**src/logic/bram_pkg.sv**
```systemverilog
package bram_pkg;

   typedef logic [31:0] word_t;       // ram and bus data word
   typedef logic [3:0]  strb_t;       // one bit per byte lane
   typedef logic [11:0] axi_id_t;     // awid / wid / bid
   typedef logic [1:0]  burst_t;      // awburst
   typedef logic [3:0]  alen_t;       // axi3 beats minus one
   typedef logic [1:0]  resp_t;       // bresp

   // axi burst types
   localparam burst_t burst_fixed = 2'b00;
   localparam burst_t burst_incr  = 2'b01;
   localparam burst_t burst_wrap  = 2'b10;

   // axi write responses
   localparam resp_t resp_okay   = 2'b00;
   localparam resp_t resp_exokay = 2'b01;
   localparam resp_t resp_slverr = 2'b10;
   localparam resp_t resp_decerr = 2'b11;

endpackage
```
**src/logic/apb_bram_port.sv**
```systemverilog
`timescale 1ns/100ps
module apb_bram_port
   import bram_pkg::*;
#(
   parameter ADDRESS_BITS = 10
) (
   input  logic                    aclk,
   input  logic                    rst,
   input  logic                    psel,
   input  logic                    penable,
   input  logic                    pwrite,
   input  logic [31:0]             paddr,      // byte address
   input  word_t                   pwdata,
   input  strb_t                   pstrb,
   output word_t                   prdata,
   output logic                    pready,
   output logic                    pslverr,
   output logic                    apb_req,
   output logic                    apb_we,
   output logic [ADDRESS_BITS-1:0] apb_addr,
   output word_t                   apb_wdata,
   output strb_t                   apb_strb,
   input  logic                    apb_gnt,
   input  word_t                   ram_rdata
);

   typedef enum logic [1:0] {st_idle, st_read_wait, st_done} apb_state_t;

   apb_state_t state;
   apb_state_t state_nxt;
   logic       access;      // access phase
   logic       in_range;
   logic       idle_done;   // write or error finishing in first access cycle

   assign access    = psel & penable;
   assign in_range  = ~|paddr[31:ADDRESS_BITS+2];  // bits above the ram must be 0
   assign idle_done = access & (state == st_idle) & (~in_range | (pwrite & apb_gnt));

   assign apb_req   = access & in_range & (state == st_idle);
   assign apb_we    = pwrite;
   assign apb_addr  = paddr[ADDRESS_BITS+1:2];      // word address
   assign apb_wdata = pwdata;
   assign apb_strb  = pstrb;

   assign pready  = idle_done | (state == st_read_wait);  // read has one wait state
   assign pslverr = access & (state == st_idle) & ~in_range;
   assign prdata  = ram_rdata;                            // held until next ram read

   always_comb begin
      state_nxt = state;
      case (state)
         st_idle: begin
            if (idle_done) state_nxt = st_done;
            else if (access && apb_gnt) state_nxt = st_read_wait;  // ram read issued
         end
         st_read_wait: state_nxt = st_done;
         st_done: begin
            if (!penable) state_nxt = st_idle;    // transfer closed by master
         end
         default: state_nxt = st_idle;
      endcase
   end

   always_ff @(posedge aclk or posedge rst) begin
      if (rst) state <= st_idle;
      else     state <= state_nxt;
   end

   // granted read completes exactly one cycle later, without error
   a_read_latency: assert property (@(posedge aclk) disable iff (rst)
      apb_gnt && !apb_we |=> pready && !pslverr);

endmodule

```
**config.mk**
```make
export PLATFORM = sky130hd
export DESIGN_NAME = apb_bram_port
export DESIGN_NICKNAME = d
export VERILOG_FILES = /design/src/logic/bram_pkg.sv /design/src/logic/apb_bram_port.sv
export SDC_FILE = /design/constraint.sdc
export NUM_CORES = 1
export LEC_CHECK = 0
export BUFFER_PORTS_ARGS = -buffer_cell sky130_fd_sc_hd__buf_2
export CAP_MARGIN = 20
export CORE_AREA = 2 2 72 74
export CTS_BUF_LIST = sky130_fd_sc_hd__clkbuf_4 sky130_fd_sc_hd__clkbuf_8 sky130_fd_sc_hd__clkbuf_16
export CTS_CLUSTER_SIZE = 24
export DETAILED_ROUTE_END_ITERATION = 12
export DIE_AREA = 0 0 74 76
export GPL_TIMING_DRIVEN = 0
export PLACE_DENSITY = 0.71
export SLEW_MARGIN = 20
export SYNTH_ARGS = -nofsm -noshare
export SYNTH_HDL_FRONTEND = slang
export SYNTH_SLANG_ARGS = --single-unit
```
**constraint.sdc**
```tcl
create_clock -name aclk -period 1.5 [get_ports aclk]
set_clock_uncertainty 0.1 [all_clocks]
set_input_delay 0.15 -clock aclk [delete_from_list [all_inputs] [get_ports aclk]]
set_output_delay 0.15 -clock aclk [all_outputs]
set_load 0.01 [all_outputs]
```
Yosys cells after proc, flatten, opt, wreduce, memory -nomap -nowiden
Cells that the tools add are included.

Logic and storage cells: 23. Flip-flop bits (word level): 2. Output and inout bits: 82. Input bits: 106.

Equality and inequality tests: 4. Multiplexer cells: 4. Bitwise logic cells: 9. Reductions and logical operators: 5.

Operators by type and width (number): $reduce_or A20 Y1 (1); $and A1 B1 Y1 (7); $mux W2 (3); $pmux W2 S3 (1); $ne A3 B2 Y1 const B (1); $eq A2 B1 Y1 const B (1); $eq A2 B2 Y1 const B (1); $logic_not A2 Y1 (1); $ne A2 B2 Y1 const B (1); $or A1 B1 Y1 (2); $reduce_and A2 Y1 (1); $logic_and A1 B1 Y1 (1); $logic_not A1 Y1 (1).

Longest topological paths before layout
Depth after elaboration: 5. Depth in mapped cells: 3. Mapped depth without buffers: 3.

Worst setup path after synthesis
Ideal clock, no wire load.

Path kind: input to output. From: input paddr[13]. To: output pready. Path slack: 6 ps. Cell stages on the path: 3. Buffers on the path: 0. Data arrival time: 1244 ps. Cell sequence: or4_4 or2_1 o31a_1.

Word-level cells in the longest chain between the ends: 4.

RTL lines: start, declared (line apb_bram_port.sv:12) `input logic [31:0] paddr,`; $reduce_or A20 Y1 (line apb_bram_port.sv:36) `assign in_range = ~|paddr[31:ADDRESS_BITS+2];`; $or A1 B1 Y1 (line apb_bram_port.sv:37) `assign idle_done = access & (state == st_idle) & (~in_range | (pwrite & apb_gnt));`; $and A1 B1 Y1 (line apb_bram_port.sv:37); $or A1 B1 Y1 (line apb_bram_port.sv:45) `assign pready = idle_done | (state == st_read_wait);`; end, declared (line apb_bram_port.sv:16) `output logic pready,`.

Every way passes these cells.

Worst setup path after layout
From: input paddr[19]. To: output pready.

The elaborated chain is that of the path after synthesis.

==> flow_summary.html <==
<table>
<tr><th>Metric</th><th>Value</th></tr>
<tr><th colspan="2">Synthesis</th></tr>
<tr><td>Ranking of synthesized cells by area</td><td>sky130_fd_sc_hd__buf_4 73%, sky130_fd_sc_hd__dfrtp_1 6.2%, sky130_fd_sc_hd__nor4_1 3.1%</td></tr>
<tr><td>Number of warning messages in the yosys log</td><td>0</td></tr>
<tr><td>Share of synthesized area occupied by flip-flops and latches</td><td>0.0620</td></tr>
<tr><td>Mapped Nets</td><td>213</td></tr>
<tr><td>Post-synthesis area per instance</td><td>7.54 µm²</td></tr>
<tr><td>Mapped Cells</td><td>107</td></tr>
<tr><td>Number of distinct library cells after synthesis</td><td>17</td></tr>
<tr><td>Synthesized cell area</td><td>807 µm²</td></tr>
<tr><td>Fraction of synthesized cell area taken by the top area cell type</td><td>0.735</td></tr>
<tr><td>Number of synthesized register bits</td><td>2</td></tr>
<tr><td>Most area-hungry cell type in the Yosys netlist</td><td>sky130_fd_sc_hd__buf_4</td></tr>
<tr><th colspan="2">Routing</th></tr>
<tr><td>Post-route DRC violation count</td><td>0</td></tr>
<tr><td>DRT Pass-1 Iters</td><td>4</td></tr>
<tr><td>Average wire length per cell after detail routing</td><td>8.98 µm</td></tr>
<tr><td>Avg Vias per Cell</td><td>3.47</td></tr>
<tr><td>Antenna-violating nets left</td><td>0</td></tr>
<tr><td>Detailed-route via count</td><td>1011</td></tr>
<tr><td>Drt initial violations</td><td>16</td></tr>
<tr><td>Total length of routed wires</td><td>2610 µm</td></tr>
<tr><th colspan="2">Power and ir drop</th></tr>
<tr><td>Combinational cell fraction of total power</td><td>0.610</td></tr>
<tr><td>Internal Power</td><td>524 µW</td></tr>
<tr><td>Leakage power summed over all cells</td><td>0.936 nW</td></tr>
<tr><td>Worst ir drop on vdd</td><td>176 µV</td></tr>
<tr><td>Areal power density over the cells</td><td>483 nW/µm²</td></tr>
<tr><td>Net switching power</td><td>219 µW</td></tr>
<tr><td>Flop pwr share</td><td>0.113</td></tr>
<tr><td>Share of total power in the clock network</td><td>0.277</td></tr>
<tr><td>Switching Fraction</td><td>0.295</td></tr>
<tr><th colspan="2">GRT</th></tr>
<tr><td>Met3 Resource Use GR</td><td>0.0172</td></tr>
<tr><td>Met2 Resource Use GR</td><td>0.166</td></tr>
<tr><td>Most crowded layer after global routing</td><td>met2</td></tr>
<tr><td>Number of antenna violations at the first check in global routing</td><td>0</td></tr>
<tr><td>Total congestion overflow after global routing</td><td>0</td></tr>
<tr><td>Global routing usage on met1</td><td>0.0658</td></tr>
<tr><td>Pin count of the biggest net entering global routing</td><td>6</td></tr>
<tr><td>Global-route wire length before repair</td><td>3600 µm</td></tr>
<tr><td>Vias in the first global route</td><td>901</td></tr>
<tr><td>Total routing usage reported by global routing</td><td>0.0793</td></tr>
<tr><th colspan="2">Floorplan</th></tr>
<tr><td>Total core area</td><td>4910 µm²</td></tr>
<tr><td>Effective utilization at floorplan</td><td>0.164</td></tr>
<tr><td>Die Y</td><td>76 µm</td></tr>
<tr><td>Number of rows in the core area</td><td>26</td></tr>
<tr><td>Width of the die</td><td>74 µm</td></tr>
<tr><td>Number of ports placed on the die boundary</td><td>188</td></tr>
<tr><td>Total Die Area</td><td>5620 µm²</td></tr>
<tr><th colspan="2">CTS</th></tr>
<tr><td>Clock latency at the later pin of the worst-skew pair</td><td>0.21 ns</td></tr>
<tr><td>CTS buffer count</td><td>3</td></tr>
<tr><td>Root Buffer Master</td><td>sky130_fd_sc_hd__clkbuf_8</td></tr>
<tr><td>CTS tree</td><td>done</td></tr>
<tr><td># H-tree levels</td><td>1</td></tr>
<tr><td>Clock-pin slew on the worst setup and hold paths</td><td>0.03 ns</td></tr>
<tr><td>CTS sink count</td><td>2</td></tr>
<tr><td>Maximum count of clock buffers along a single path</td><td>2</td></tr>
<tr><th colspan="2">Final layout</th></tr>
<tr><td>Final antenna diode count</td><td>0</td></tr>
<tr><td>Growth of design area from synthesis to finish</td><td>90.5%</td></tr>
<tr><td>Max reg flops</td><td>2</td></tr>
<tr><td>Largest registers ranked by flip-flop count</td><td>state: 2 flops</td></tr>
<tr><td>Final design utilization</td><td>0.313</td></tr>
<tr><td>Layout cell share with drive strength beyond 1</td><td>0.896</td></tr>
<tr><td>Commonest cells after routing, fill and taps aside</td><td>106 x sky130_fd_sc_hd__buf_2, 82 x sky130_fd_sc_hd__buf_4</td></tr>
<tr><td>Biggest register</td><td>state</td></tr>
<tr><td>Filler cell count</td><td>528</td></tr>
<tr><td>Leading cell type in the layout, fill and taps excluded</td><td>sky130_fd_sc_hd__buf_2</td></tr>
<tr><td>Nets@finish</td><td>329</td></tr>
<tr><th colspan="2">Placed design</th></tr>
<tr><td>Setup slack after placement</td><td>-0.224 ns</td></tr>
<tr><td>Gpl congestion</td><td>0.693</td></tr>
<tr><td>I/O Buffers</td><td>107</td></tr>
<tr><td>Total half-perimeter wirelength after legalization and detailed placement</td><td>2440 µm</td></tr>
<tr><th colspan="2">STA</th></tr>
<tr><td>Transition time at the pin with the least slew margin</td><td>0.329 ns</td></tr>
<tr><td>Max Clock Freq</td><td>607 MHz</td></tr>
<tr><td>Slew Viols, Final</td><td>0</td></tr>
<tr><td>Worst rel slew slack</td><td>0.779</td></tr>
<tr><td>RSZ-0062 raised after global routing</td><td>yes</td></tr>
<tr><td>Setup slack of the critical path after layout</td><td>-0.147 ns</td></tr>
<tr><td>Hold Violations, Final</td><td>0</td></tr>
<tr><td>Final setup violating endpoints</td><td>2</td></tr>
<tr><td>Final critical-path share of the clock period</td><td>1.10</td></tr>
<tr><td>Tmin final</td><td>1.65 ns</td></tr>
<tr><th colspan="2">Worst setup path</th></tr>
<tr><td>Worst Path Max Fanout</td><td>3</td></tr>
<tr><td>Slowest cell on crit path</td><td>sky130_fd_sc_hd__or4_4</td></tr>
<tr><td>WP data required</td><td>1.25 ns</td></tr>
<tr><td>Startpoint class of the critical path</td><td>primary input</td></tr>
<tr><td>Critical path's largest stage delay</td><td>0.52 ns</td></tr>
<tr><td>List of cells traversed by the critical path</td><td>buf_6 &gt; or4_4 &gt; or2_4 &gt; o31a_1 &gt; buf_2</td></tr>
<tr><td>WS Path Type</td><td>primary input to primary output</td></tr>
<tr><td>Nature of the critical path endpoint</td><td>primary output</td></tr>
<tr><td>Crit path DAT</td><td>1.40 ns</td></tr>
<tr><th colspan="2">Run status</th></tr>
<tr><td>Violations in the final reports</td><td>setup timing</td></tr>
<tr><td>Run status</td><td>finished, violations left</td></tr>
<tr><th colspan="2">Worst hold path</th></tr>
<tr><td>HP Class</td><td>primary input to flop</td></tr>
<tr><th colspan="2">Run</th></tr>
<tr><td># Max-Cap Violations</td><td>0</td></tr>
</table>
## synth_stat cells (all sizes together)
cell type / count
a211o: 1
a21oi: 2
a22o: 1
and3: 1
buf: 79
dfrtp: 2
inv: 1
nand2: 3
nand2b: 3
nand3: 1
nand4bb: 1
nor2: 2
nor3: 2
nor4: 4
o31a: 1
or2: 1
or4: 2
## logic make-up after synthesis
| kind of cell | Yosys count | synth area share |
|---|---|---|
| buffers and inverters | 80 | 0.740 |
| AND/OR/NAND/NOR | 20 | 0.153 |
| AO/OA/AOI/OAI | 5 | 0.0450 |
| flip-flops | 2 | 0.0620 |
## worst max-delay path: cells and delay by family
family,cells,cell delay (ns)
simple gates,2,0.79
compound gates,1,0.23
buf+inv,2,0.23
## per-layer routing
metal  vias to the layer above  share of wire
li1                        495              -
met1                       418           0.27
met2                        96           0.56
met3                         2           0.16
met4                         0          0.010
met5                         -              0
## power groups by stage
stage               registers [mW]  clock network (mW)  logic [mW]
floorplan                   0.0791                   0       0.283
global placement            0.0814                   0       0.432
detailed placement          0.0822                   0       0.437
CTS                         0.0826               0.210       0.458
global route                0.0856               0.219       0.499
finish                      0.0838               0.206       0.454
## area by class of cell
class | instances | area, µm² | share of cell area
Buffer | 79 | 593 | 0.386
Timing Repair Buffer | 111 | 574 | 0.373
Clock buffer | 3 | 41.3 | 0.0269
Tap cell | 70 | 87.6 | 0.0570
Inverter | 1 | 3.75 | 0.00244
Sequential cell | 2 | 50.0 | 0.0325
Multi-Input combinational cell | 25 | 188 | 0.122
## repair_timing
action | 4_1_cts | 5_1_grt
hold buffers | 1 | 0
hold endpoints to repair | 2 | 0
resized for setup | 3 | 3
setup endpoints to repair | 3 | 3
pin swaps | 4 | 0
buffers inserted | 3 | 0
## metrics by stage
step | hold slack (ns) | cell area, µm² | std cells | setup TNS [ns] | power, mW
4_1_cts | 0.104 | 1530 | 291 | -0.260 | 0.750
6_report | 0.105 | 1540 | 291 | -0.202 | 0.743
3_5_place_dp | -0.0981 | 1430 | 284 | -0.359 | 0.519
3_3_place_gp | -0.0992 | 1430 | 284 | -0.331 | 0.513
2_1_floorplan | -0.209 | 807 | 107 | 0 | 0.363
5_1_grt | 0.114 | 1540 | 291 | -0.346 | 0.804
## path summary, 6_finish.rpt
check	startpoint	endpoint	slack [ns]	cells after the start
worst max-delay path	paddr[19]	pready	-0.15	5
worst min-delay path	apb_gnt	state[0]$_DFFE_PP0P_	0.10	3
worst max register to register	state[0]$_DFFE_PP0P_	state[1]$_DFFE_PP0P_	0.29	3
worst min register to register	state[1]$_DFFE_PP0P_	state[1]$_DFFE_PP0P_	0.55	2
max in group asynchronous	rst	state[1]$_DFFE_PP0P_	0.94	3
min in group asynchronous	rst	state[0]$_DFFE_PP0P_	0.25	3
Note: power is estimated with default switching activity, not from simulation.
