==> config.mk <==
export PLATFORM = sky130hd
export DESIGN_NAME = bram_arbiter
export DESIGN_NICKNAME = d
export VERILOG_FILES = /design/src/logic/bram_pkg.sv /design/src/logic/bram_arbiter.sv
export SDC_FILE = /design/constraint.sdc
export NUM_CORES = 1
export LEC_CHECK = 0
export BUFFER_PORTS_ARGS = -buffer_cell sky130_fd_sc_hd__clkbuf_2
export CORE_MARGIN = 4
export CORE_UTILIZATION = 21
export DETAILED_ROUTE_END_ITERATION = 16
export MAX_ROUTING_LAYER = met4
export PLACE_DENSITY = 0.87
export REMOVE_ABC_BUFFERS = 1
export SYNTH_ARGS = -nofsm -noshare
export SYNTH_HDL_FRONTEND = slang
export SYNTH_SLANG_ARGS = --single-unit
==> constraint.sdc <==
create_clock -name vclk -period 1.5
set_input_delay 0.45 -clock vclk [all_inputs]
set_output_delay 0.45 -clock vclk [all_outputs]
set_load 0.02 [all_outputs]
==> src/logic/bram_pkg.sv <==
package bram_pkg;

   typedef logic [31:0] word_t;       // ram and bus data word
   typedef logic [3:0]  strb_t;       // one bit per byte lane
   typedef logic [11:0] axi_id_t;     // awid / wid / bid
   typedef logic [1:0]  burst_t;      // awburst
   typedef logic [3:0]  alen_t;       // axi3 beats minus one
   typedef logic [1:0]  resp_t;       // bresp

   // axi burst types
   localparam burst_t burst_fixed = 2'b00;
   localparam burst_t burst_incr  = 2'b01;
   localparam burst_t burst_wrap  = 2'b10;

   // axi write responses
   localparam resp_t resp_okay   = 2'b00;
   localparam resp_t resp_exokay = 2'b01;
   localparam resp_t resp_slverr = 2'b10;
   localparam resp_t resp_decerr = 2'b11;

endpackage
==> src/logic/bram_arbiter.sv <==
`timescale 1ns/100ps
module bram_arbiter
   import bram_pkg::*;
#(
   parameter ADDRESS_BITS = 10
) (
   input  logic                    aclk,
   input  logic                    rst,
   input  logic                    apb_req,
   input  logic                    apb_we,
   input  logic [ADDRESS_BITS-1:0] apb_addr,
   input  word_t                   apb_wdata,
   input  strb_t                   apb_strb,
   output logic                    apb_gnt,
   input  logic                    axi_wen,
   input  logic [ADDRESS_BITS-1:0] axi_waddr,
   input  word_t                   axi_wdata,
   input  strb_t                   axi_wstrb,
   output logic                    dev_ready,  // to axi side, registered there
   output logic                    ram_en,
   output logic                    ram_we,
   output logic [ADDRESS_BITS-1:0] ram_addr,
   output word_t                   ram_wdata,
   output strb_t                   ram_strb
);

   logic apb_owned_q;   // apb held the port last cycle

   // fixed priority, apb always wins
   assign apb_gnt   = apb_req;
   assign dev_ready = ~apb_req;

   assign ram_en    = apb_gnt | axi_wen;
   assign ram_we    = apb_gnt ? apb_we    : axi_wen;
   assign ram_addr  = apb_gnt ? apb_addr  : axi_waddr;
   assign ram_wdata = apb_gnt ? apb_wdata : axi_wdata;
   assign ram_strb  = apb_gnt ? apb_strb  : axi_wstrb;

   always_ff @(posedge aclk or posedge rst) begin
      if (rst) apb_owned_q <= 1'b0;
      else     apb_owned_q <= apb_gnt;
   end

   // axi write never shares a cycle with an apb grant, nor follows one directly
   a_grant_excl: assert property (@(posedge aclk) disable iff (rst)
      axi_wen |-> !apb_gnt && !apb_owned_q);

endmodule

# [Word-level counts from Yosys, hierarchy flattened]
# Cells that the tools add are included.
[totals] regBits=0 input_bits=97 output_inout_bits=50
[classes] muxes=4 bitwise_logic=2
[ops] operator="$mux 32" n=1
[ops] operator="$mux 10" n=1
[ops] operator="$mux 4" n=1
[ops] operator="$mux 1" n=1
[ops] operator="$not 1->1" n=1
[ops] operator="$or 1x1->1" n=1

# [Depth between registers and ports, before layout]
# Gate-level depths: netlist of the first run.
[logic_depth] word_depth=1 depth_mapped=3 ltp_nobuf=1

# [Least setup slack after synthesis of the first run]
# No wires, ideal clock.
[synth_timing] path_type="input-to-output" from="input apb_req" to="output ram_strb[0]" arrival_ns=1.059 slack_ns=-0.009 path_stages=3 n_path_buf=2 cell_sequence="buf_6 > buf_6 > mux2_4"
[synth_via] elab_chain_len=1
[synth_lines] element="start, declared" line_no="bram_arbiter.sv:9" source="input logic apb_req,"
[synth_lines] element="$mux 4" line_no="bram_arbiter.sv:37" source="assign ram_strb = apb_gnt ? apb_strb : axi_wstrb;"
[synth_lines] element="end, declared" line_no="bram_arbiter.sv:24" source="output strb_t ram_strb"
# No other way between the ends.

# [Worst setup path in the final report of the first run]
[layout_timing] from="input apb_req" to="output ram_wdata[17]"
[layout_via] elab_chain_len=1
[layout_lines] element="$mux 32" line_no="bram_arbiter.sv:36" source="assign ram_wdata = apb_gnt ? apb_wdata : axi_wdata;"
[layout_lines] element="end, declared" line_no="bram_arbiter.sv:23" source="output word_t ram_wdata,"
# No other way between the ends.

==> metrics.md, run 1 <==
| Metric | Value |
|---|---|
| Sequential fraction of the synthesis area | 0% |
| Count leader, synth | mux2_2 |
| Initial core utilization | around 22% |
| Final min period | between 1.5 and 2 ns |
| Final hold vios | 0 |
| Num sequential | 0 |
| Setup CP Type | input pin to primary output |
| Global Route Usage Sum | around 17% |
| Nets@finish | 302 |
| Syn avg cell area | around 11 um^2 |
| Vias | approximately 1,100 |
| Biggest area consumer among synthesized cells | mux2_2 |
| Port-buffer cells | ~150 |
| Total grt overflow | 0 |
| Top post-synthesis cells by count | mux2_2 (39), mux2_4 (8), buf_4 (4), buf_6 (2) |
| Clkbuf count | 0 |
| Post-DP HPWL | approximately 2.6 mm |
| DRT iter0 DRCs | 9 |
| DR vias/cell | 4.684 |
| I/O pins | ~150 |
| Average wire per cell in the routed design | 17.91 um |
| Yosys Warn Count | 0 |
| VDD IR max | between 0.2 and 0.3 mV |
| Post-Route WL | roughly 4.2 mm |
| Cell row count | 19 |
| Status | complete, but fails checks |
| Final Wtd Congestion | between 0.7 and 0.8 |
| Cells after Synth | between 50 and 60 |
| Global-route wire length before repair | ~5.4 mm |
| WP data arrival | around 1.2 ns |
| Crit-path max FO | 8 |
| Share of cells above drive strength 1 | a little under 100% |
| Mapped Area | a little over 600 um^2 |
| Distinct cells, synth | 6 |
| CORE AREA | about 2800 um^2 |
| ANT cells | 0 |
| Unrepaired setup endpoints after global routing | yes |
| Largest net degree at the start of global routing | 14 |
| MaxCap Viol Count | 0 |
| Setup TNS | -7.681 ns |
| Cts-stage hold buffer count | 0 |
| Final setup viols | 50 |
| PnR worst setup slack | -0.1831 ns |
| Die X | roughly 62 um |
| Area contributors post-synth | mux2_2 (71%), mux2_4 (19%), buf_4 (4.8%) |
| Cell Pwr Density | 398.5 nW/um^2 |
| Failing checks | setup timing |
| Req. time, crit path | 1.05 ns |
| Hold/Removal Path Class | input pin to primary output |
| Reg area | 0 um^2 |
| Antenna violations before repair | 0 |
| DRC Markers | 0 |
| Vias in the first global route | 1,142 |
| Die area | around 3900 um^2 |
| Area Growth Syn to Fin | 232.6% |
| Chip height | 62.42 um |
| Remaining antenna violation count | 0 |
| Area share of the largest cell type after synthesis | 70.62% |
| Pre-Repair DR Iteration Count | 3 |
| Max-slew violations | 0 |
| Final Util | between 70 and 80% |
| Max-slew headroom | 92.50% |
| Fmax achieved | around 600 MHz |
| Critical Path End Type | primary output |
| Slew @ Worst Pin | around 0.11 ns |
| Leak | ~1.2 nW |
| Worst setup SP type | input pin |
| Tcrit/Tclk final | 112.2% |
## placed cells by master (no fill, tap or decap)
| cell | synthesis | final |
|---|---|---|
| clkbuf_2 | 0 | 95 |
| mux2_4 | 8 | 47 |
| buf_6 | 2 | 32 |
| buf_8 | 0 | 16 |
| clkbuf_16 | 0 | 4 |
| buf_16 | 0 | 3 |
| buf_4 | 4 | 2 |
| buf_12 | 0 | 2 |
| inv_1 | 1 | 1 |
| or2_1 | 1 | 1 |
## what timing repair did
item                       in CTS  in global routing
setup endpoints to repair      48                 48
gates cloned                    3                  3
pin swaps                       0                  1
setup buffers                   0                  1
gates resized for setup        52                139
## final cells by class
| cell class | count | area [um^2] |
|---|---|---|
| multi-input combinational | 48 | 711.9 |
| timing repair buffer | 154 | 1314 |
| tap | 31 | 38.79 |
| fill | 191 | 713.2 |
| inverter | 1 | 3.754 |
## layer usage
metal / part of all wire, % / up-vias / wire, um / track usage (%)
met4: 1.7 / 0 / 72 / 1.857
met5: 0 / - / 0 / -
met2: 52 / 87 / 2185 / 31.99
met3: 11 / 6 / 482 / 3.237
met1: 35 / 497 / 1452 / 17.67
li1: - / 506 / - / -
## final timing paths
kind,from,to,slack [ns],cells after the start
min,axi_wen,ram_en,1.21,3
max,apb_req,ram_wdata[17],-0.18,4
## cells by family after synthesis
| group | count (synthesis) | share of synthesized area [%] |
|---|---|---|
| buffers and inverters | 7 | 9.054 |
| multiplexers | 47 | 89.94 |
| AND/OR/NAND/NOR | 1 | 1.007 |
## power breakdown
part / internal (mW) / switching [mW]
clock: 0 / 0
combinational: 0.502 / 0.322
sequential: 0 / 0
total: 0.502 / 0.322
## stage by stage
stage          cell area (um^2)  power (mW)  hold WS, ns  instances  setup slack (ns)
5_1_grt                    2068      0.8649        1.219        234           -0.1989
4_1_cts                    1669      0.6344        1.228        230           -0.1956
3_3_place_gp               1374      0.5108        1.223        227           -0.2531
3_5_place_dp               1374      0.5193        1.224        227           -0.2571
6_report                   2068      0.8241        1.209        234           -0.1831
2_1_floorplan             569.3      0.2658       0.9000         49            0.2351
## worst max-delay path: stages
cell       delay, ns
clkbuf_16       0.17
clkbuf_16       0.16
mux2_4          0.31
buf_8           0.13
Note: power is estimated with default switching activity, not from simulation.
==> run 2: changes to the inputs <==
==> constraint.sdc (replaced) <==
create_clock -name vclk -period 1.5
set_input_delay 0.15 -clock vclk [all_inputs]
set_output_delay 0.15 -clock vclk [all_outputs]
set_load 0.02 [all_outputs]
==> metrics.md, run 2 (synthesized netlist as in run 1, its figures left out) <==
| Metric | Value |
|---|---|
| Status | finished clean (was complete, but fails checks) |
| WP data arrival | 1.00 ns (was 1.23 ns) |
| Slew @ Worst Pin | 0.1411 ns (was 0.1125 ns) |
| Pre-Repair DR Iteration Count | 2 (was 3) |
| Kind of cell adding the most delay to the critical path | buffers and inverters (unchanged) |
| Cts-stage hold buffer count | 0 (unchanged) |
| Final min period | 1.152 ns (was 1.683 ns) |
| Logic gate share of total power | 100.0% (about the same) |
| Clkbuf count | 0 (unchanged) |
| Final hold vios | 0 (unchanged) |
| Final Wtd Congestion | 0.7799 (was 0.7820) |
| Vias in the first global route | 1,004 (was 1,142) |
| DRT iter0 DRCs | 10 (was 9) |
| Hold/Removal Path Class | input pin to primary output (unchanged) |
| Reg area | 0 um^2 (unchanged) |
| Post-cts gate resize count | 0 (was 52) |
| Switching Share | 49.05% (was 39.11%) |
| Die X | 62.42 um (unchanged) |
| Cell row count | 19 (unchanged) |
| Multi-input combinational cell area | 565.5 um^2 (was 711.9 um^2) |
| DR vias/cell | 4.322 (was 4.684) |
| Critical Path End Type | primary output (unchanged) |
| Most frequent CP cell | clkbuf_2 (was clkbuf_16) |
| Total grt overflow | 0 (unchanged) |
| Setup TNS | 0 ns (was -7.681 ns) |
| Tcrit/Tclk final | 76.79% (was 112.2%) |
| Die area | 3896 um^2 (unchanged) |
| Share of cells above drive strength 1 | 98.98% (was 99.01%) |
| Most frequent cells in the layout | clkbuf_2 (145), mux2_2 (39), mux2_4 (8) (was clkbuf_2 (95), mux2_4 (47), buf_6 (32)) |
| MaxCap Viol Count | 0 (unchanged) |
| Chip height | 62.42 um (unchanged) |
| VDD IR max | 0.2204 mV (was 0.2855 mV) |
| Internal power | 0.2619 mW (was 0.5018 mW) |
| Final setup viols | 0 (was 50) |
| I/O pins | 147 (unchanged) |
| Antenna violations before repair | 0 (unchanged) |
| Cell Pwr Density | 374.1 nW/um^2 (was 398.5 nW/um^2) |
| Max-slew headroom | 90.59% (was 92.50%) |
| Global Route Usage Sum | 12.53% (was 16.56%) |
| Fill count | 283 (was 191) |
| Slowest CP cell | mux2_2 (was mux2_4) |
| Unrepaired setup endpoints after global routing | no (was yes) |
| Average wire per cell in the routed design | 12.22 um (was 17.91 um) |
| Num sequential | 0 (unchanged) |
| Post-Route WL | 2.774 mm (was 4.192 mm) |
| Fmax achieved | 868.1 MHz (was 594.2 MHz) |
| Area Growth Syn to Fin | 120.9% (was 232.6%) |
| Initial core utilization | 22.36% (unchanged) |
| Clock share of power | 0% (about the same) |
| Max-slew violations | 0 (unchanged) |
| Global-route wire length before repair | 4.209 mm (was 5.354 mm) |
| CORE AREA | 2781 um^2 (unchanged) |
| Largest net degree at the start of global routing | 27 (was 14) |
| DRC Markers | 0 (unchanged) |
| Setup CP Type | input pin to primary output (unchanged) |
| Post-DP HPWL | 2.642 mm (was 2.640 mm) |
| Cells along the critical path | clkbuf_2 -> buf_12 -> mux2_2 -> clkbuf_2 (was clkbuf_16 -> clkbuf_16 -> mux2_4 -> buf_8) |
| Nets@finish | 295 (was 302) |
| Req. time, crit path | 1.35 ns (was 1.05 ns) |
| Crit-path max FO | 24 (was 8) |
| Placed inst area | 1374 um^2 (unchanged) |
| Vias | 981 (was 1,096) |
| Commonest non-fill, non-tap cell in the layout | clkbuf_2 (unchanged) |
| Final Instance Area | 1374 um^2 (was 2068 um^2) |
| Buffers & Inverters on Critical Path | 3 (unchanged) |
| Worst setup SP type | input pin (unchanged) |
| Sequential fraction of design power | 0% (about the same) |
| Psw | 0.2521 mW (was 0.3223 mW) |
| ANT cells | 0 (unchanged) |
| Post-CTS setup buffers | 0 (unchanged) |
| Port-buffer cells | 145 (unchanged) |
| Remaining antenna violation count | 0 (unchanged) |
| Max incr delay on CP | 0.35 ns (was 0.31 ns) |
| Leak | 0.8466 nW (was 1.216 nW) |
## run 2: final cells by class
cell class         count  area share (%)
inverters              1          0.2732
multi-input cells     48           41.17
well taps             31           2.823
repair buffers       147           55.74
## run 2: stage by stage
stage | total power, mW | cells | hold WS, ns | util, % | setup slack (ns)
2_1_floorplan | 0.2658 | 49 | 0.3000 | - | 0.8351
3_3_place_gp | 0.5110 | 227 | 0.6229 | 49.39 | 0.3436
3_5_place_dp | 0.5187 | 227 | 0.6251 | 49.39 | 0.3463
4_1_cts | 0.5205 | 227 | 0.6256 | 49.39 | 0.3443
5_1_grt | 0.5507 | 227 | 0.6619 | 49.39 | 0.3151
6_report | 0.5140 | 227 | 0.6225 | 49.39 | 0.3481
## run 2: metal layers
metal | part of all wire (%) | GRT usage, %
met5 | 0 | -
met4 | 0 | 0
met3 | 16 | 3.597
met2 | 51 | 24.09
met1 | 33 | 13.36
## run 2: tightest hold or removal path, cell delays in order
cell	delay, ns
clkbuf_2	0.08
or2_1	0.08
clkbuf_2	0.16
## run 2: worst paths after layout
path / startpoint / endpoint / slack (ns) / cells after the start
setup / recovery: apb_req / ram_addr[7] / 0.35 / 4
hold / removal: axi_wen / ram_en / 0.62 / 3
## run 2: power by group through the flow
stage | sequential (mW) | clock [mW] | combinational, mW
2_1_floorplan | 0 | 0 | 0.266
3_3_place_gp | 0 | 0 | 0.511
3_5_place_dp | 0 | 0 | 0.519
4_1_cts | 0 | 0 | 0.521
5_1_grt | 0 | 0 | 0.551
6_report | 0 | 0 | 0.514
==> run 3: changes to the inputs <==
--- a/config.mk
+++ b/config.mk
@@ -7,10 +7,10 @@
 export LEC_CHECK = 0
 export BUFFER_PORTS_ARGS = -buffer_cell sky130_fd_sc_hd__clkbuf_2
 export CORE_MARGIN = 4
-export CORE_UTILIZATION = 21
+export CORE_UTILIZATION = 24
 export DETAILED_ROUTE_END_ITERATION = 16
 export MAX_ROUTING_LAYER = met4
-export PLACE_DENSITY = 0.87
+export PLACE_DENSITY = 0.94
 export REMOVE_ABC_BUFFERS = 1
 export SYNTH_ARGS = -nofsm -noshare
 export SYNTH_HDL_FRONTEND = slang
==> constraint.sdc (replaced) <==
create_clock -name vclk -period 1.06
set_input_delay 0.106 -clock vclk [all_inputs]
set_output_delay 0.106 -clock vclk [all_outputs]
set_load 0.02 [all_outputs]
==> metrics.md, run 3 (synthesized netlist as in run 1, its figures left out) <==
| Metric | Value |
|---|---|
| Post-DP HPWL | 2.813 mm (was 2.642 mm) |
| DR vias/cell | 4.511 (was 4.322) |
| Hold/Removal Path Class | input pin to primary output (unchanged) |
| Clkbuf count | 0 (unchanged) |
| Max-slew violations | 0 (unchanged) |
| Tcrit/Tclk final | between 90 and 100% |
| Commonest non-fill, non-tap cell in the layout | clkbuf_2 (unchanged) |
| Max-slew headroom | 90.88% (was 90.59%) |
| Antenna violations before repair | 0 (unchanged) |
| Die X | 58.90 um (was 62.42 um) |
| Initial core utilization | 25.10% (was 22.36%) |
| Area Growth Syn to Fin | 131.6% (was 120.9%) |
| Vias in the first global route | 1,087 (was 1,004) |
| Cell row count | 18 (was 19) |
| Most frequent cells in the layout | clkbuf_2 (144), mux2_2 (39), mux2_4 (8) (was clkbuf_2 (145), mux2_2 (39), mux2_4 (8)) |
| WP data arrival | 0.89 ns (was 1.00 ns) |
| MaxCap Viol Count | 0 (unchanged) |
| Port-buffer cells | 145 (unchanged) |
| Fmax achieved | approximately 1000 MHz |
| Reg area | 0 um^2 (unchanged) |
| Crit-path max FO | 12 (was 24) |
| Fill count | 240 (was 283) |
| Vias | 1,033 (was 981) |
| Hold_ws | 0.5397 ns (was 0.6225 ns) |
| DRC Markers | 0 (unchanged) |
| Num sequential | 0 (unchanged) |
| Placed inst area | 1380 um^2 (was 1374 um^2) |
| Final setup viols | 0 (unchanged) |
| Non-Filler Instances | 229 (was 227) |
| Total grt overflow | 0 (unchanged) |
| Hold Startpoint | axi_wen (unchanged) |
| Die area | 3469 um^2 (was 3896 um^2) |
| Setup CP Type | input pin to primary output (unchanged) |
| Leak | 0.8792 nW (was 0.8466 nW) |
| Global Route Usage Sum | 16.00% (was 12.53%) |
| Average wire per cell in the routed design | 13.70 um (was 12.22 um) |
| Worst setup startpoint | apb_req (unchanged) |
| Cell Pwr Density | 529.7 nW/um^2 (was 374.1 nW/um^2) |
| Nets@finish | 298 (was 295) |
| Global-route wire length before repair | 4.360 mm (was 4.209 mm) |
| Status | finished clean (unchanged) |
| Largest net degree at the start of global routing | 26 (was 27) |
| Unrepaired setup endpoints after global routing | no (unchanged) |
| DRT iter0 DRCs | 27 (was 10) |
| Cells after DPL | 227 (unchanged) |
| Post-Route WL | 3.137 mm (was 2.774 mm) |
| ANT cells | 0 (unchanged) |
| Remaining antenna violation count | 0 (unchanged) |
| Final hold vios | 0 (unchanged) |
| VDD IR max | 0.3590 mV (was 0.2204 mV) |
| Cts-stage hold buffer count | 0 (unchanged) |
| Final Instance Area | 1440 um^2 (was 1374 um^2) |
| Final min period | ~1 ns |
| Final Wtd Congestion | 0.7212 (was 0.7799) |
| CORE AREA | 2477 um^2 (was 2781 um^2) |
| Pre-Repair DR Iteration Count | 2 (unchanged) |
| Setup TNS | 0 ns (unchanged) |
| Slew @ Worst Pin | 0.1373 ns (was 0.1411 ns) |
| Final Util | 58.13% (was 49.39%) |
| Worst setup SP type | input pin (unchanged) |
| I/O pins | 147 (unchanged) |
| Req. time, crit path | 0.95 ns (was 1.35 ns) |
| Chip height | 58.90 um (was 62.42 um) |
| Critical Path End Type | primary output (unchanged) |
| Share of cells above drive strength 1 | 98.99% (was 98.98%) |
run 3: worst max-delay path, cell delays in order:
cell and delay (ns):
buf_6 0.12, clkbuf_16 0.17, mux2_2 0.33, clkbuf_2 0.16
run 3: area by class of cell:
type               instances  area, um^2  share of cell area (%)
inverters                  1       3.754                  0.2606
well taps                 30       37.54                   2.606
repair buffers           150       833.3                   57.86
multi-input cells         48       565.5                   39.27
run 3: per-layer routing:
layer / vias to the layer above / track usage, % / routed length (um)
li1: 494 / - / -
met4: 0 / 2.589 / 52
met2: 68 / 33.75 / 1772
met3: 4 / 2.193 / 325
met1: 467 / 14.94 / 986
met5: - / - / 0
run 3: report_power, final:
| group | leakage [nW] | switching [mW] | internal, mW | total, mW |
|---|---|---|---|---|
| Sequential | 0 | 0 | 0 | 0 |
| Combinational | 0.879 | 0.369 | 0.394 | 0.763 |
| Clock | 0 | 0 | 0 | 0 |
| Total | 0.879 | 0.369 | 0.394 | 0.763 |
run 3: what timing repair did:
| action | in CTS | in global routing |
|---|---|---|
| gates resized for setup | 1 | 3 |
| buffers inserted | 0 | 0 |
| gates cloned | 0 | 2 |
| setup endpoints to repair | 24 | 29 |
| pin swaps | 0 | 0 |
run 3: through the flow:
stage                     setup WS [ns]  power [mW]
after floorplan                  0.4831      0.3762
final                           0.06100      0.7628
after detailed placement       -0.01619      0.7429
after global placement         -0.01239      0.7258
after global routing            0.04010      0.8145
after CTS                    -0.0002527      0.7476
run 3: path summary, 6_finish.rpt:
path	end	slack, ns	cells past startpoint
min	ram_en	0.54	3
max	ram_wdata[9]	0.06	4
