[src/logic/bram_pkg.sv]
package bram_pkg;

   typedef logic [31:0] word_t;       // ram and bus data word
   typedef logic [3:0]  strb_t;       // one bit per byte lane
   typedef logic [11:0] axi_id_t;     // awid / wid / bid
   typedef logic [1:0]  burst_t;      // awburst
   typedef logic [3:0]  alen_t;       // axi3 beats minus one
   typedef logic [1:0]  resp_t;       // bresp

   // axi burst types
   localparam burst_t burst_fixed = 2'b00;
   localparam burst_t burst_incr  = 2'b01;
   localparam burst_t burst_wrap  = 2'b10;

   // axi write responses
   localparam resp_t resp_okay   = 2'b00;
   localparam resp_t resp_exokay = 2'b01;
   localparam resp_t resp_slverr = 2'b10;
   localparam resp_t resp_decerr = 2'b11;

endpackage
[src/logic/axibram_write.sv]
`timescale 1ns/100ps
module axibram_write
   import bram_pkg::*;
#(
   parameter ADDRESS_BITS = 10                 // ram word address bits
) (
   input  logic                    aclk,
   input  logic                    rst,
   input  logic [31:0]             awaddr,     // byte address
   input  axi_id_t                 awid,
   input  alen_t                   awlen,
   input  logic [1:0]              awsize,     // 2 only for 32-bit beats
   input  burst_t                  awburst,
   input  logic                    awvalid,
   output logic                    awready,
   input  word_t                   wdata,
   input  axi_id_t                 wid,
   input  logic                    wlast,
   input  strb_t                   wstrb,
   input  logic                    wvalid,
   output logic                    wready,
   output axi_id_t                 bid,
   output resp_t                   bresp,
   output logic                    bvalid,
   input  logic                    bready,
   input  logic                    dev_ready,  // ram port free per arbiter
   output logic                    axi_wen,
   output logic [ADDRESS_BITS-1:0] axi_waddr,
   output word_t                   axi_wdata,
   output strb_t                   axi_wstrb
);

   logic                    aw_nempty;
   logic                    aw_half_full;
   axi_id_t                 awid_out;
   burst_t                  awburst_out;
   logic [1:0]              awsize_out;
   alen_t                   awlen_out;
   logic [ADDRESS_BITS-1:0] awaddr_out;    // start word address
   logic                    w_nempty;
   logic                    w_half_full;
   axi_id_t                 wid_out;
   logic                    wlast_out;
   strb_t                   wstrb_out;
   word_t                   wdata_out;

   logic                    ports_on;      // holds off awready/wready in reset
   logic                    dev_ready_r;   // registered device ready
   logic                    dev_ok;
   logic                    in_progress;   // burst active
   burst_t                  wburst;        // latched burst type
   alen_t                   wlen;          // latched length, wrap window
   alen_t                   write_left;    // beats left after current
   logic [ADDRESS_BITS-1:0] write_addr;
   logic [ADDRESS_BITS-1:0] next_addr;
   logic [ADDRESS_BITS-1:0] wrap_mask;
   logic                    last_beat;
   logic                    start_burst;

   assign awready = ports_on & ~aw_half_full;
   assign wready  = ports_on & ~w_half_full;

   // registered copy plus live ready keeps writes off apb cycles
   assign dev_ok      = dev_ready_r & dev_ready;
   assign axi_wen     = w_nempty & in_progress & dev_ok;
   assign last_beat   = (write_left == '0) | wlast_out;  // count or wlast ends it
   assign start_burst = aw_nempty & w_nempty & dev_ok & (~in_progress | last_beat);

   assign axi_waddr = write_addr;
   assign axi_wdata = wdata_out;
   assign axi_wstrb = wstrb_out;

   assign wrap_mask = ADDRESS_BITS'(wlen);  // len 1/3/7/15 -> window of 2/4/8/16

   always_comb begin
      case (wburst)
         burst_fixed: next_addr = write_addr;                 // same word every beat
         burst_wrap:  next_addr = (write_addr & ~wrap_mask) |
                                  ((write_addr + 1'b1) & wrap_mask); // stay in window
         default:     next_addr = write_addr + 1'b1;          // incr
      endcase
   end

   always_ff @(posedge aclk or posedge rst) begin
      if (rst) begin
         ports_on    <= 1'b0;
         dev_ready_r <= 1'b0;
         in_progress <= 1'b0;
         wburst      <= burst_incr;
         wlen        <= '0;
         write_left  <= '0;
         write_addr  <= '0;
      end else begin
         ports_on    <= 1'b1;
         dev_ready_r <= dev_ready;
         if (start_burst) in_progress <= 1'b1;              // wins over the end
         else if (axi_wen && last_beat) in_progress <= 1'b0;
         if (start_burst) begin
            wburst     <= awburst_out;
            wlen       <= awlen_out;
            write_left <= awlen_out;
            write_addr <= awaddr_out;
         end else if (axi_wen) begin
            write_left <= write_left - 1'b1;
            write_addr <= next_addr;
         end
      end
   end

   fifo_same_clock #(.DATA_WIDTH(20 + ADDRESS_BITS), .DATA_DEPTH(4)) waddr_i (
      .aclk      (aclk),
      .rst       (rst),
      .we        (awvalid & awready),
      .re        (start_burst),
      .data_in   ({awid, awburst, awsize, awlen, awaddr[ADDRESS_BITS+1:2]}),
      .data_out  ({awid_out, awburst_out, awsize_out, awlen_out, awaddr_out}),
      .nempty    (aw_nempty),
      .half_full (aw_half_full)
   );

   fifo_same_clock #(.DATA_WIDTH(49), .DATA_DEPTH(4)) wdata_i (
      .aclk      (aclk),
      .rst       (rst),
      .we        (wvalid & wready),
      .re        (axi_wen),                    // one pop per ram write
      .data_in   ({wid, wlast, wstrb, wdata}),
      .data_out  ({wid_out, wlast_out, wstrb_out, wdata_out}),
      .nempty    (w_nempty),
      .half_full (w_half_full)
   );

   fifo_same_clock #(.DATA_WIDTH(14), .DATA_DEPTH(4)) wresp_i (
      .aclk      (aclk),
      .rst       (rst),
      .we        (axi_wen & last_beat),        // final beat -> response
      .re        (bvalid & bready),
      .data_in   ({wid_out, resp_okay}),
      .data_out  ({bid, bresp}),
      .nempty    (bvalid),
      .half_full ()
   );

   // wlast comes with the final beat by count
   a_wlast_match: assert property (@(posedge aclk) disable iff (rst)
      axi_wen |-> wlast_out == (write_left == '0));
   // head of both fifos belongs to the same burst when starting from idle
   a_burst_head: assert property (@(posedge aclk) disable iff (rst)
      start_burst |-> (awsize_out == 2'b10) && (in_progress || (awid_out == wid_out)));

endmodule

[src/logic/fifo_same_clock.sv]
`timescale 1ns/100ps
module fifo_same_clock #(
   parameter DATA_WIDTH = 16,                  // entry width
   parameter DATA_DEPTH = 4                    // entries, power of two
) (
   input  logic                  aclk,
   input  logic                  rst,
   input  logic                  we,          // push data_in
   input  logic                  re,          // pop head
   input  logic [DATA_WIDTH-1:0] data_in,
   output logic [DATA_WIDTH-1:0] data_out,    // head entry, fall-through
   output logic                  nempty,
   output logic                  half_full
);

   localparam PTR_BITS = (DATA_DEPTH > 1) ? $clog2(DATA_DEPTH) : 1;
   localparam CNT_BITS = $clog2(DATA_DEPTH + 1);

   logic [DATA_WIDTH-1:0] mem [DATA_DEPTH];   // storage
   logic [PTR_BITS-1:0]   wr_ptr;
   logic [PTR_BITS-1:0]   rd_ptr;
   logic [CNT_BITS-1:0]   count;              // entries held

   assign data_out  = mem[rd_ptr];
   assign nempty    = (count != '0);
   assign half_full = (count >= CNT_BITS'(DATA_DEPTH / 2)); // ready drops here

   always_ff @(posedge aclk or posedge rst) begin
      if (rst) begin
         wr_ptr <= '0;
         rd_ptr <= '0;
         count  <= '0;
      end else begin
         if (we) wr_ptr <= wr_ptr + 1'b1;     // wraps at depth
         if (re) rd_ptr <= rd_ptr + 1'b1;
         case ({we, re})
            2'b10:   count <= count + 1'b1;
            2'b01:   count <= count - 1'b1;
            default: count <= count;          // both or neither
         endcase
      end
   end

   always_ff @(posedge aclk) begin
      if (we) mem[wr_ptr] <= data_in;
   end

   // a push into a full fifo drops the entry, a pop from an empty one repeats junk
   a_no_overflow: assert property (@(posedge aclk) disable iff (rst)
      we && !re |-> count != CNT_BITS'(DATA_DEPTH));
   a_no_underflow: assert property (@(posedge aclk) disable iff (rst)
      re |-> nempty);

endmodule

[config.mk]
export PLATFORM = sky130hd
export DESIGN_NAME = axibram_write
export DESIGN_NICKNAME = d
export VERILOG_FILES = /design/src/logic/bram_pkg.sv /design/src/logic/axibram_write.sv /design/src/logic/fifo_same_clock.sv
export SDC_FILE = /design/constraint.sdc
export NUM_CORES = 1
export LEC_CHECK = 0
export BUFFER_PORTS_ARGS = -buffer_cell sky130_fd_sc_hd__buf_2
export CORE_UTILIZATION = 59
export CTS_BUF_LIST = sky130_fd_sc_hd__clkbuf_8 sky130_fd_sc_hd__clkbuf_16
export DETAILED_ROUTE_END_ITERATION = 6
export PLACE_DENSITY = 0.8
export SYNTH_ARGS = -nofsm -noshare
export SYNTH_HDL_FRONTEND = slang
export SYNTH_HIERARCHICAL = 1
export SYNTH_SLANG_ARGS = --single-unit
[constraint.sdc]
create_clock -name aclk -period 2.9 [get_ports aclk]
set_input_delay 0.145 -clock aclk [delete_from_list [all_inputs] [get_ports aclk]]
set_output_delay 0.145 -clock aclk [all_outputs]
set_load 0.02 [all_outputs]
# Word-level counts from Yosys, hierarchy flattened
# Memories as Yosys holds them, arrays and structs flattened.
# Index checks and enable logic that the tools add are counted.
[op_classes]
addsub = 14
n_lt_le_gt_ge = 2
eq_ne = 8
n_mux = 16
n_bitwise = 21
reduce_logical = 12
[ops]
columns = ["operator", "n"]
rows = [
  ["2-to-1 mux 10 bit", 2],
  ["case mux 10 bit (2 select lines)", 1],
  ["case mux 3 bit (2 select lines)", 3],
  ["adder 2 x 1 -> 2 bit (second input constant)", 6],
  ["AND 1 bit", 12],
  ["adder 10 x 1 -> 10 bit (second input constant)", 1],
  ["AND 10 bit", 1],
  ["AND 10 x 4 -> 10 bit", 1],
  ["inverter 4 -> 10 bit", 1],
  ["OR 10 bit", 1],
  ["nonzero test 2 bit", 5],
  ["adder 3 x 1 -> 3 bit (second input constant)", 3],
  ["nonzero test 3 bit", 3],
  ["subtractor 3 x 1 -> 3 bit (second input constant)", 3],
  ["== test 2 bit (second input constant)", 4],
  ["2-to-1 mux 1 bit", 8],
  ["2-to-1 mux 4 bit", 2],
  ["== test 2 x 1 -> 1 bit (second input constant)", 3],
  ["greater-or-equal comparator 3 x 2 -> 1 bit (second input constant)", 2],
  ["zero test 4 bit", 1],
  ["subtractor 4 x 1 -> 4 bit (second input constant)", 1],
  ["inverter 1 bit", 3],
  ["zero test 2 bit", 1],
  ["inequality test 2 x 1 -> 1 bit (second input constant)", 1],
  ["3 further kinds", 4],
]
[totals]
regBits = 44
mem_bits_rw = 364
in_bits = 107
output_inout_bits = 64
wordCells = 92
memories = 3
[memory_table]
columns = ["name", "depth", "width", "read_ports", "rd_clocked_by_memory_dff", "write_ports", "line", "rtl"]
rows = [
  ["wdata_i.mem", 4, 49, 1, 0, 1, "fifo_same_clock.sv:19", "logic [DATA_WIDTH-1:0] mem [DATA_DEPTH];"],
  ["waddr_i.mem", 4, 30, 1, 0, 1, "fifo_same_clock.sv:19", ""],
  ["wresp_i.mem", 4, 12, 1, 0, 1, "fifo_same_clock.sv:19", ""],
]

# Longest topological paths before layout
# Gate-level depths: netlist of run 1.
[depth]
word_depth = 6
depth_mapped = 14
depth_no_buf = 11

# Hierarchy
# The synthesis of run 1 kept the hierarchy.
[by_module_without_submodules]
columns = ["mod", "instances", "cells_each", "area_each_um2", "seq_area_each_um2"]
rows = [
  ["fifo_same_clock at wdata_i", 1, 294, 7533.5, 6060.8],
  ["fifo_same_clock at waddr_i", 1, 194, 4773.3, 3778.6],
  ["fifo_same_clock at wresp_i", 1, 110, 2456.1, 1856.8],
  ["axibram_write", 1, 163, 1432.6, 576.8],
]

# Worst setup path before layout of run 1
# OpenSTA, ideal clock, no wires.
[synth_path]
kind = "reg-to-reg"
from = "register wdata_i.count[1]"
to = "memory wdata_i.mem[0][0] (enable)"
setup_time_ns = 0.411
arrival_ns = 2.495
required_ns = 2.489
setup_slack_ns = -0.007
path_stages_with_launch = 5
path_buffers = 0
period_less_slack_ns = 2.907
cell_sequence = "dfrtp_1 > or2_2 > nor2b_1 > and2_1 > and2_1"
[synth_between]
elab_chain_len = 6
[synth_rtl]
columns = ["element", "line", "rtl"]
rows = [
  ["start, declared", "fifo_same_clock.sv:22", "logic [CNT_BITS-1:0] count;"],
  ["start signal, assigned", "fifo_same_clock.sv:37", "2'b10: count <= count + 1'b1;"],
  ["start signal, assigned", "fifo_same_clock.sv:38", "2'b01: count <= count - 1'b1;"],
  ["start signal, assigned", "fifo_same_clock.sv:39", "default: count <= count;"],
  ["greater-or-equal comparator 3 x 2 -> 1 bit", "fifo_same_clock.sv:26", "assign half_full = (count >= CNT_BITS'(DATA_DEPTH / 2));"],
  ["named net w_half_full", "axibram_write.sv:41", "logic w_half_full;"],
  ["inverter 1 bit", "axibram_write.sv:61", "assign wready = ports_on & ~w_half_full;"],
  ["AND 1 bit", "axibram_write.sv:61", ""],
  ["named net wready", "axibram_write.sv:21", "output logic wready,"],
  ["AND 1 bit", "axibram_write.sv:124", ".we (wvalid & wready),"],
  ["2-to-1 mux 1 bit", "fifo_same_clock.sv:45", "if (we) mem[wr_ptr] <= data_in;"],
  ["2-to-1 mux 1 bit (implied by the code)", "fifo_same_clock.sv:45", ""],
  ["end, declared", "fifo_same_clock.sv:19", ""],
]
# The timed path passes the listed nets, and every way through them passes these cells.

# Final worst setup path of run 1
[layout_path]
from = "register wdata_i.rd_ptr[0]"
to = "output axi_wdata[30]"
[layout_between]
elab_chain_len = 1
[layout_rtl]
columns = ["element", "line", "rtl"]
rows = [
  ["start, declared", "fifo_same_clock.sv:21", "logic [PTR_BITS-1:0] rd_ptr;"],
  ["start signal, assigned", "fifo_same_clock.sv:35", "if (re) rd_ptr <= rd_ptr + 1'b1;"],
  ["memory (4 x 49 bit)", "-", ""],
  ["end, declared", "axibram_write.sv:29", "output word_t axi_wdata,"],
]
# Every way passes these cells.

==> reports/qor.txt, run 1 <==
Initial DRC Count = 473
reg2reg start = wdata_i/count[0]
pre-CTS setup slack = 0.2294 ns
Post-Syn Instances = 690
Arr. time, crit path = 2.56 ns
layout cell share with drive strength beyond 1 = 30.02%
maximum clock insertion buffer count = 3
vias in the first global route = 7626
Die X = 157.1 microns
Buf/Inv on CP = 2
GRT Total Usage = 23.14%
Yosys warning count = 6
required time of the critical path = 2.76 ns
# Max-Cap Violations = 0
minimum clock period = 2.702 ns
vias = 7205
Setup crit end = axi_wdata[30]
Finished Cell Area = 17000 sq um
Via density = 5.691
DRC Markers = 0
Final Skew = 0.02468 ns
hpwl dp = 15890 microns
largest net degree at the start of global routing = 51
Inserted Clock Buffers = 37
type of the worst min-delay path = input port to register
Die ar. = 24670 sq um
Mapped Area = 14190 sq um
status = completed
Pleak = 6.202 nW
CTS Sinks = 360
initial antenna violation count = 1
crit-path cells = buf_4 -> mux4_2 -> buf_2
# setup viols final = 0
Worst setup startpoint = wdata_i/rd_ptr[0]
CP Launch Type = register
TritonCTS clock tree = yes
post-layout instance count excluding filler cells = 1266
CTS H-tree lvls = 2
reg2reg end = wresp_i/count[2]
Worst slew margin = 32.32%
period utilisation layout = 93.18%
setup ws final = 0.1977 ns
average size of a mapped cell = 20.56 sq um
Clk Latency, worst-skew pair = 0.52 ns
gpl congestion = 0.7965
CP max stage delay = 0.76 ns
first drt pass iteration count = 4
CTS root buf = clkbuf_16
Worst Tran Pin Value = 1.015 ns
placed inst area = 15150 sq um
Routed Antenna Nets = 0
fin. max-slew vios = 0
Crit path max-delay family = buffers and inverters
Final nets = 1049
RSZ-0062 raised after global routing = no
first-pass GRT wire length = 41960 microns
CP Depth = 3
Power Density = 921.9 nW/um^2
slowest CP cell = buf_4
Setup TNS = 0 ns
Clk pin slew, worst setup/hold paths = 0.06 ns
placed cell count = 1135
M1 WL = 10410 microns
final hold vios = 0
number of I/O pins = 171
met3 wire length = 1498 microns
P&R area growth vs syn = 19.82%
CP endpoint kind = output pin
Wirelength per Cell = 21.36 microns
routed wl met2 = 14390 microns
grt ovf = 0
Initial Util = 60.27%
Fmax achieved = 370.1 MHz
chip height = 157.1 microns
Routed WL = 27040 microns
flop2flop setup slack = 0.21 ns
Peak VDD IR = 601.8 uV
PortBufs = 134
reg2reg path depth = 11
num rows = 56
top sig layer = met4
post-CTS setup buffers = 0
core area = 23540 sq um
CP max FO = 50
Setup CP Type = register to output pin
==> power by group <==
part           internal [mW]  total [mW]  switching [mW]
registers               6.30        6.84           0.541
logic                   1.95        4.28            2.33
clock network           2.72        4.55            1.83
==> worst reg2reg max path, stage by stage, from the launching register on <==
cell and delay [ns]:
dfrtp_1 0.41, or3_1 0.41, and3_1 0.25, and2_1 0.23
o21a_1 0.21, inv_1 0.09, ha_1 0.18, inv_1 0.06
fa_1 0.38, xor2_1 0.15, nor2_1 0.11, xor2_1 0.15
==> through the flow <==
step / hold WS [ns] / utilization [%] / power, mW
4_1_cts: 0.03049 / 72.20 / 15.78
3_3_place_gp: 0.1424 / 64.37 / 10.91
2_1_floorplan: -0.05160 / - / 10.21
3_5_place_dp: 0.1520 / 64.37 / 11.13
6_report: 0.03639 / 72.22 / 15.67
5_1_grt: 0.03636 / 72.20 / 16.37
==> layer usage <==
layer	track usage, %	up-vias
met5	0	-
met4	8.137	0
met3	4.075	61
met2	41.12	282
met1	28.75	3671
li1	-	3191
==> how the worst min path moves through the flow <==
stage	depth (start not counted)	end	slack (ns)	startpoint
floorplan	1	waddr_i/count[0]	-0.05	rst
global placement	2	wresp_i/wr_ptr[1]	0.14	rst
detailed placement	2	wresp_i/wr_ptr[1]	0.15	rst
CTS	3	wresp_i/rd_ptr[0]	0.03	bready
global route	3	wresp_i/rd_ptr[0]	0.04	bready
finish	3	wresp_i/rd_ptr[0]	0.04	bready
==> placed cells by master, fill, tap and decap left out, types with 4 or more instances in the layout <==
| cell | count |
|---|---|
| a21oi_1 | 14 |
| and2_1 | 14 |
| o22ai_1 | 5 |
| mux4_1 | 8 |
| dlygate4sd3_1 | 67 |
| nand3_1 | 6 |
| clkbuf_16 | 39 |
| nor2_1 | 7 |
| inv_1 | 42 |
| conb_1 | 9 |
| xor2_1 | 12 |
| edfxtp_1 | 316 |
| nand2_1 | 28 |
| ha_1 | 17 |
| o21ai_0 | 11 |
| clkinv_1 | 4 |
| and2_2 | 4 |
| dfrtp_1 | 41 |
| mux2i_1 | 11 |
| nor2b_1 | 5 |
| mux4_2 | 71 |
| buf_2 | 134 |
| buf_12 | 4 |
| xnor2_1 | 6 |
| buf_4 | 11 |
==> registers in the layout, summed over array words and instances, names as in the netlist, named ones only <==
| register | flops |
|---|---|
| in_progress | 1 |
| wdata_i/wr_ptr | 2 |
| dev_ready_r | 1 |
| waddr_i/count | 3 |
| wresp_i/mem | 56 |
| wdata_i/mem | 196 |
| write_left | 4 |
| wlen | 4 |
| wresp_i/count | 3 |
| waddr_i/mem | 64 |
| axi_waddr | 7 |
| wresp_i/wr_ptr | 2 |
| wdata_i/rd_ptr | 2 |
| wburst | 2 |
| wresp_i/rd_ptr | 2 |
| waddr_i/wr_ptr | 2 |
| wdata_i/count | 3 |
| waddr_i/rd_ptr | 2 |
| ports_on | 1 |
==> repair_timing <==
action | CTS | global route
endpoints found under the hold margin | 305 | 0
resized for setup | 0 | 0
endpoints found under the setup margin | 0 | 0
hold buffers | 67 | 0
==> layout make-up <==
class | instances | area, sq um
clock buffers | 40 | 989.7
fillers | 1431 | 6541
well taps | 319 | 399.1
clock inverters | 23 | 185.2
diodes | 1 | 2.502
multi-input cells | 274 | 3201
inverters | 33 | 123.9
repair buffers | 216 | 1504
flip-flops and latches | 360 | 10600
No activity file was read; power rests on OpenSTA's default activity.
==> run 2: changes to the inputs <==
--- a/constraint.sdc
+++ b/constraint.sdc
@@ -3,2 +3,2 @@
 set_output_delay 0.145 -clock aclk [all_outputs]
-set_load 0.02 [all_outputs]
+set_load 0.05 [all_outputs]
==> run 2 against run 1 <==
  * Critical path depth is 8 higher
  * Sequential power hardly changed
  * Global-route usage is 1.2 points lower
  * Sequential share of layout area is 0.097 points higher
  * Final cell count is 0.16% higher
  * Hold slack better by 0.12 ns
  * Flip-flop and latch count stayed put
  * Clock power is 4% lower
  * Routed wire length is 4.9% lower
  * Via count is 1.7% lower
  * Critical path type is now register to register
==> reports/qor.txt, run 2 (same netlist as run 1, synthesis figures left out) <==
status = completed
vias = 7085 (-1.7%)
minimum clock period = 2.721 ns (+0.01895 ns)
RSZ-0062 raised after global routing = no
DRC Markers = 0 (unchanged)
Die ar. = 24670 sq um (unchanged)
Peak VDD IR = 580.3 uV (-3.6%)
crit-path cells = or3_1 -> and3_1 -> and2_1 -> o21a_1 -> inv_1 -> ha_1 -> inv_1 -> fa_1 -> xor2_1 -> nor2_1 -> xor2_1
PortBufs = 134 (unchanged)
initial antenna violation count = 1 (unchanged)
biggest regs = wdata_i/mem x196, waddr_i/mem x64, wresp_i/mem x56
# setup viols final = 0 (unchanged)
gpl congestion = 0.8019 (+0.68%)
CP Launch Type = register
required time of the critical path = 3.33 ns (+0.57 ns)
TritonCTS clock tree = yes
Arr. time, crit path = 3.15 ns (+0.59 ns)
first drt pass iteration count = 5 (+1)
Via density = 5.588 (-1.8%)
layout cell share with drive strength beyond 1 = 30.27% (+0.25 points)
type of the worst min-delay path = input port to asynchronous set/reset pin
Initial Util = 60.27% (unchanged)
CTS Sinks = 360 (unchanged)
core area = 23540 sq um (unchanged)
CTS H-tree lvls = 2 (unchanged)
Largest register FFs = 196 (unchanged)
flop2flop setup slack = 0.18 ns (-0.03 ns)
Clk Latency, worst-skew pair = 0.50 ns (-0.02 ns)
Power Density = 972.8 nW/um^2 (+5.5%)
CP max stage delay = 0.41 ns (-0.35 ns)
Largest Register = wdata_i/mem
# Max-Cap Violations = 0 (unchanged)
number of I/O pins = 171 (unchanged)
Worst slew margin = 41.61% (+9.3 points)
placed inst area = 15160 sq um (about the same)
grt ovf = 0 (unchanged)
Routed WL = 25710 microns (-4.9%)
Die X = 157.1 microns (unchanged)
Inserted Clock Buffers = 36 (-2.7%)
num rows = 56 (unchanged)
vias in the first global route = 7549 (-1.0%)
largest net degree at the start of global routing = 51 (unchanged)
CP endpoint kind = register
chip height = 157.1 microns (unchanged)
Final Skew = 0.01055 ns (-0.01413 ns)
Fmax achieved = 367.5 MHz (-0.70%)
Setup TNS = 0 ns (unchanged)
first-pass GRT wire length = 40450 microns (-3.6%)
Clk pin slew, worst setup/hold paths = 0.06 ns (about the same)
Routed Antenna Nets = 0 (unchanged)
P&R area growth vs syn = 19.64%
most common cell after layout, fill and taps aside = edfxtp_1
CTS root buf = clkbuf_16
Pleak = 6.187 nW (-0.24%)
slowest CP cell = dfrtp_1
post-CTS setup buffers = 0 (unchanged)
CP max FO = 8 (-84%)
Wirelength per Cell = 20.28 microns (-5.0%)
final hold vios = 0 (unchanged)
fin. max-slew vios = 0 (unchanged)
commonest cells after routing, fill and taps aside = edfxtp_1 (316), buf_2 (134), mux4_2 (71)
reg2reg start = wdata_i/count[0]
Final nets = 1050 (+0.095%)
maximum clock insertion buffer count = 3 (unchanged)
Setup CP Type = register to register
reg2reg path depth = 11 (unchanged)
GRT Total Usage = 21.95% (-1.2 points)
reg2reg end = wresp_i/count[2]
Initial DRC Count = 376 (-21%)
period utilisation layout = 93.84% (+0.65 points)
Finished Cell Area = 16980 sq um (-0.15%)
Worst Tran Pin Value = 0.8749 ns (-0.1402 ns)
hpwl dp = 15580 microns (-1.9%)
-- run 2: power by group --
| group | total (mW) | switching, mW | internal [mW] |
|---|---|---|---|
| logic | 5.34 | 3.37 | 1.97 |
| registers | 6.81 | 0.506 | 6.30 |
| clock network | 4.37 | 1.80 | 2.57 |
-- run 2: area by class of cell --
| type | instances | area, sq um |
|---|---|---|
| Timing Repair Buffer | 218 | 1525 |
| Sequential cell | 360 | 10600 |
| Fill cell | 1439 | 6568 |
| Antenna cell | 1 | 2.502 |
| Clock buffer | 40 | 967.2 |
| Inverter | 33 | 123.9 |
| Multi-Input combinational cell | 274 | 3201 |
| Clock inverter | 23 | 160.2 |
| Tap cell | 319 | 399.1 |
-- run 2: per-stage QoR --
step	instances	setup slack (ns)	power [mW]	hold WS, ns	utilization, %
6_report	1268	0.1787	16.51	0.1588	72.10
3_5_place_dp	1136	0.1973	12.20	0.1513	64.40
3_3_place_gp	1136	0.2912	11.98	0.1409	64.40
5_1_grt	1267	0.02453	17.23	0.1728	72.09
4_1_cts	1267	0.08086	16.65	0.1482	72.08
2_1_floorplan	697	0.08086	11.31	-0.05160	-
-- run 2: routing by layer --
layer	part of all wire (%)	up-vias	GRT usage, %	wire, microns
met3	5.3	55	3.937	1350
met1	40	3592	27.89	10210
li1	-	3204	-	-
met5	0	-	0	0
met4	2.5	0	7.813	655
met2	53	234	38.22	13500
-- run 2: worst max path at each step --
stage,from,to,slack (ns)
3_3_place_gp,wdata_i/count[0],wresp_i/count[2],0.29
6_report,wdata_i/count[0],wresp_i/count[2],0.18
5_1_grt,wdata_i/count[0],wresp_i/count[2],0.02
4_1_cts,wdata_i/rd_ptr[0],axi_wdata[31],0.08
2_1_floorplan,wdata_i/count[1],wdata_i/mem[0][0],0.08
3_5_place_dp,wdata_i/count[0],wresp_i/count[2],0.20
-- run 2: what timing repair did --
action / 4_1_cts / 5_1_grt
endpoints found under the setup margin: 0 / 3
hold buffers: 68 / 0
hold endpoints to repair: 306 / 0
resized for setup: 0 / 1
-- run 2: worst max-delay path: cells and delay by family, from the launching register on --
kind,cells,cell delay (ns)
AND/OR/NAND/NOR,4,1.01
adder cells (fa/ha/maj),2,0.55
flip-flops,1,0.41
XOR/XNOR,2,0.32
AO/OA/AOI/OAI,1,0.21
buffers and inverters,2,0.15
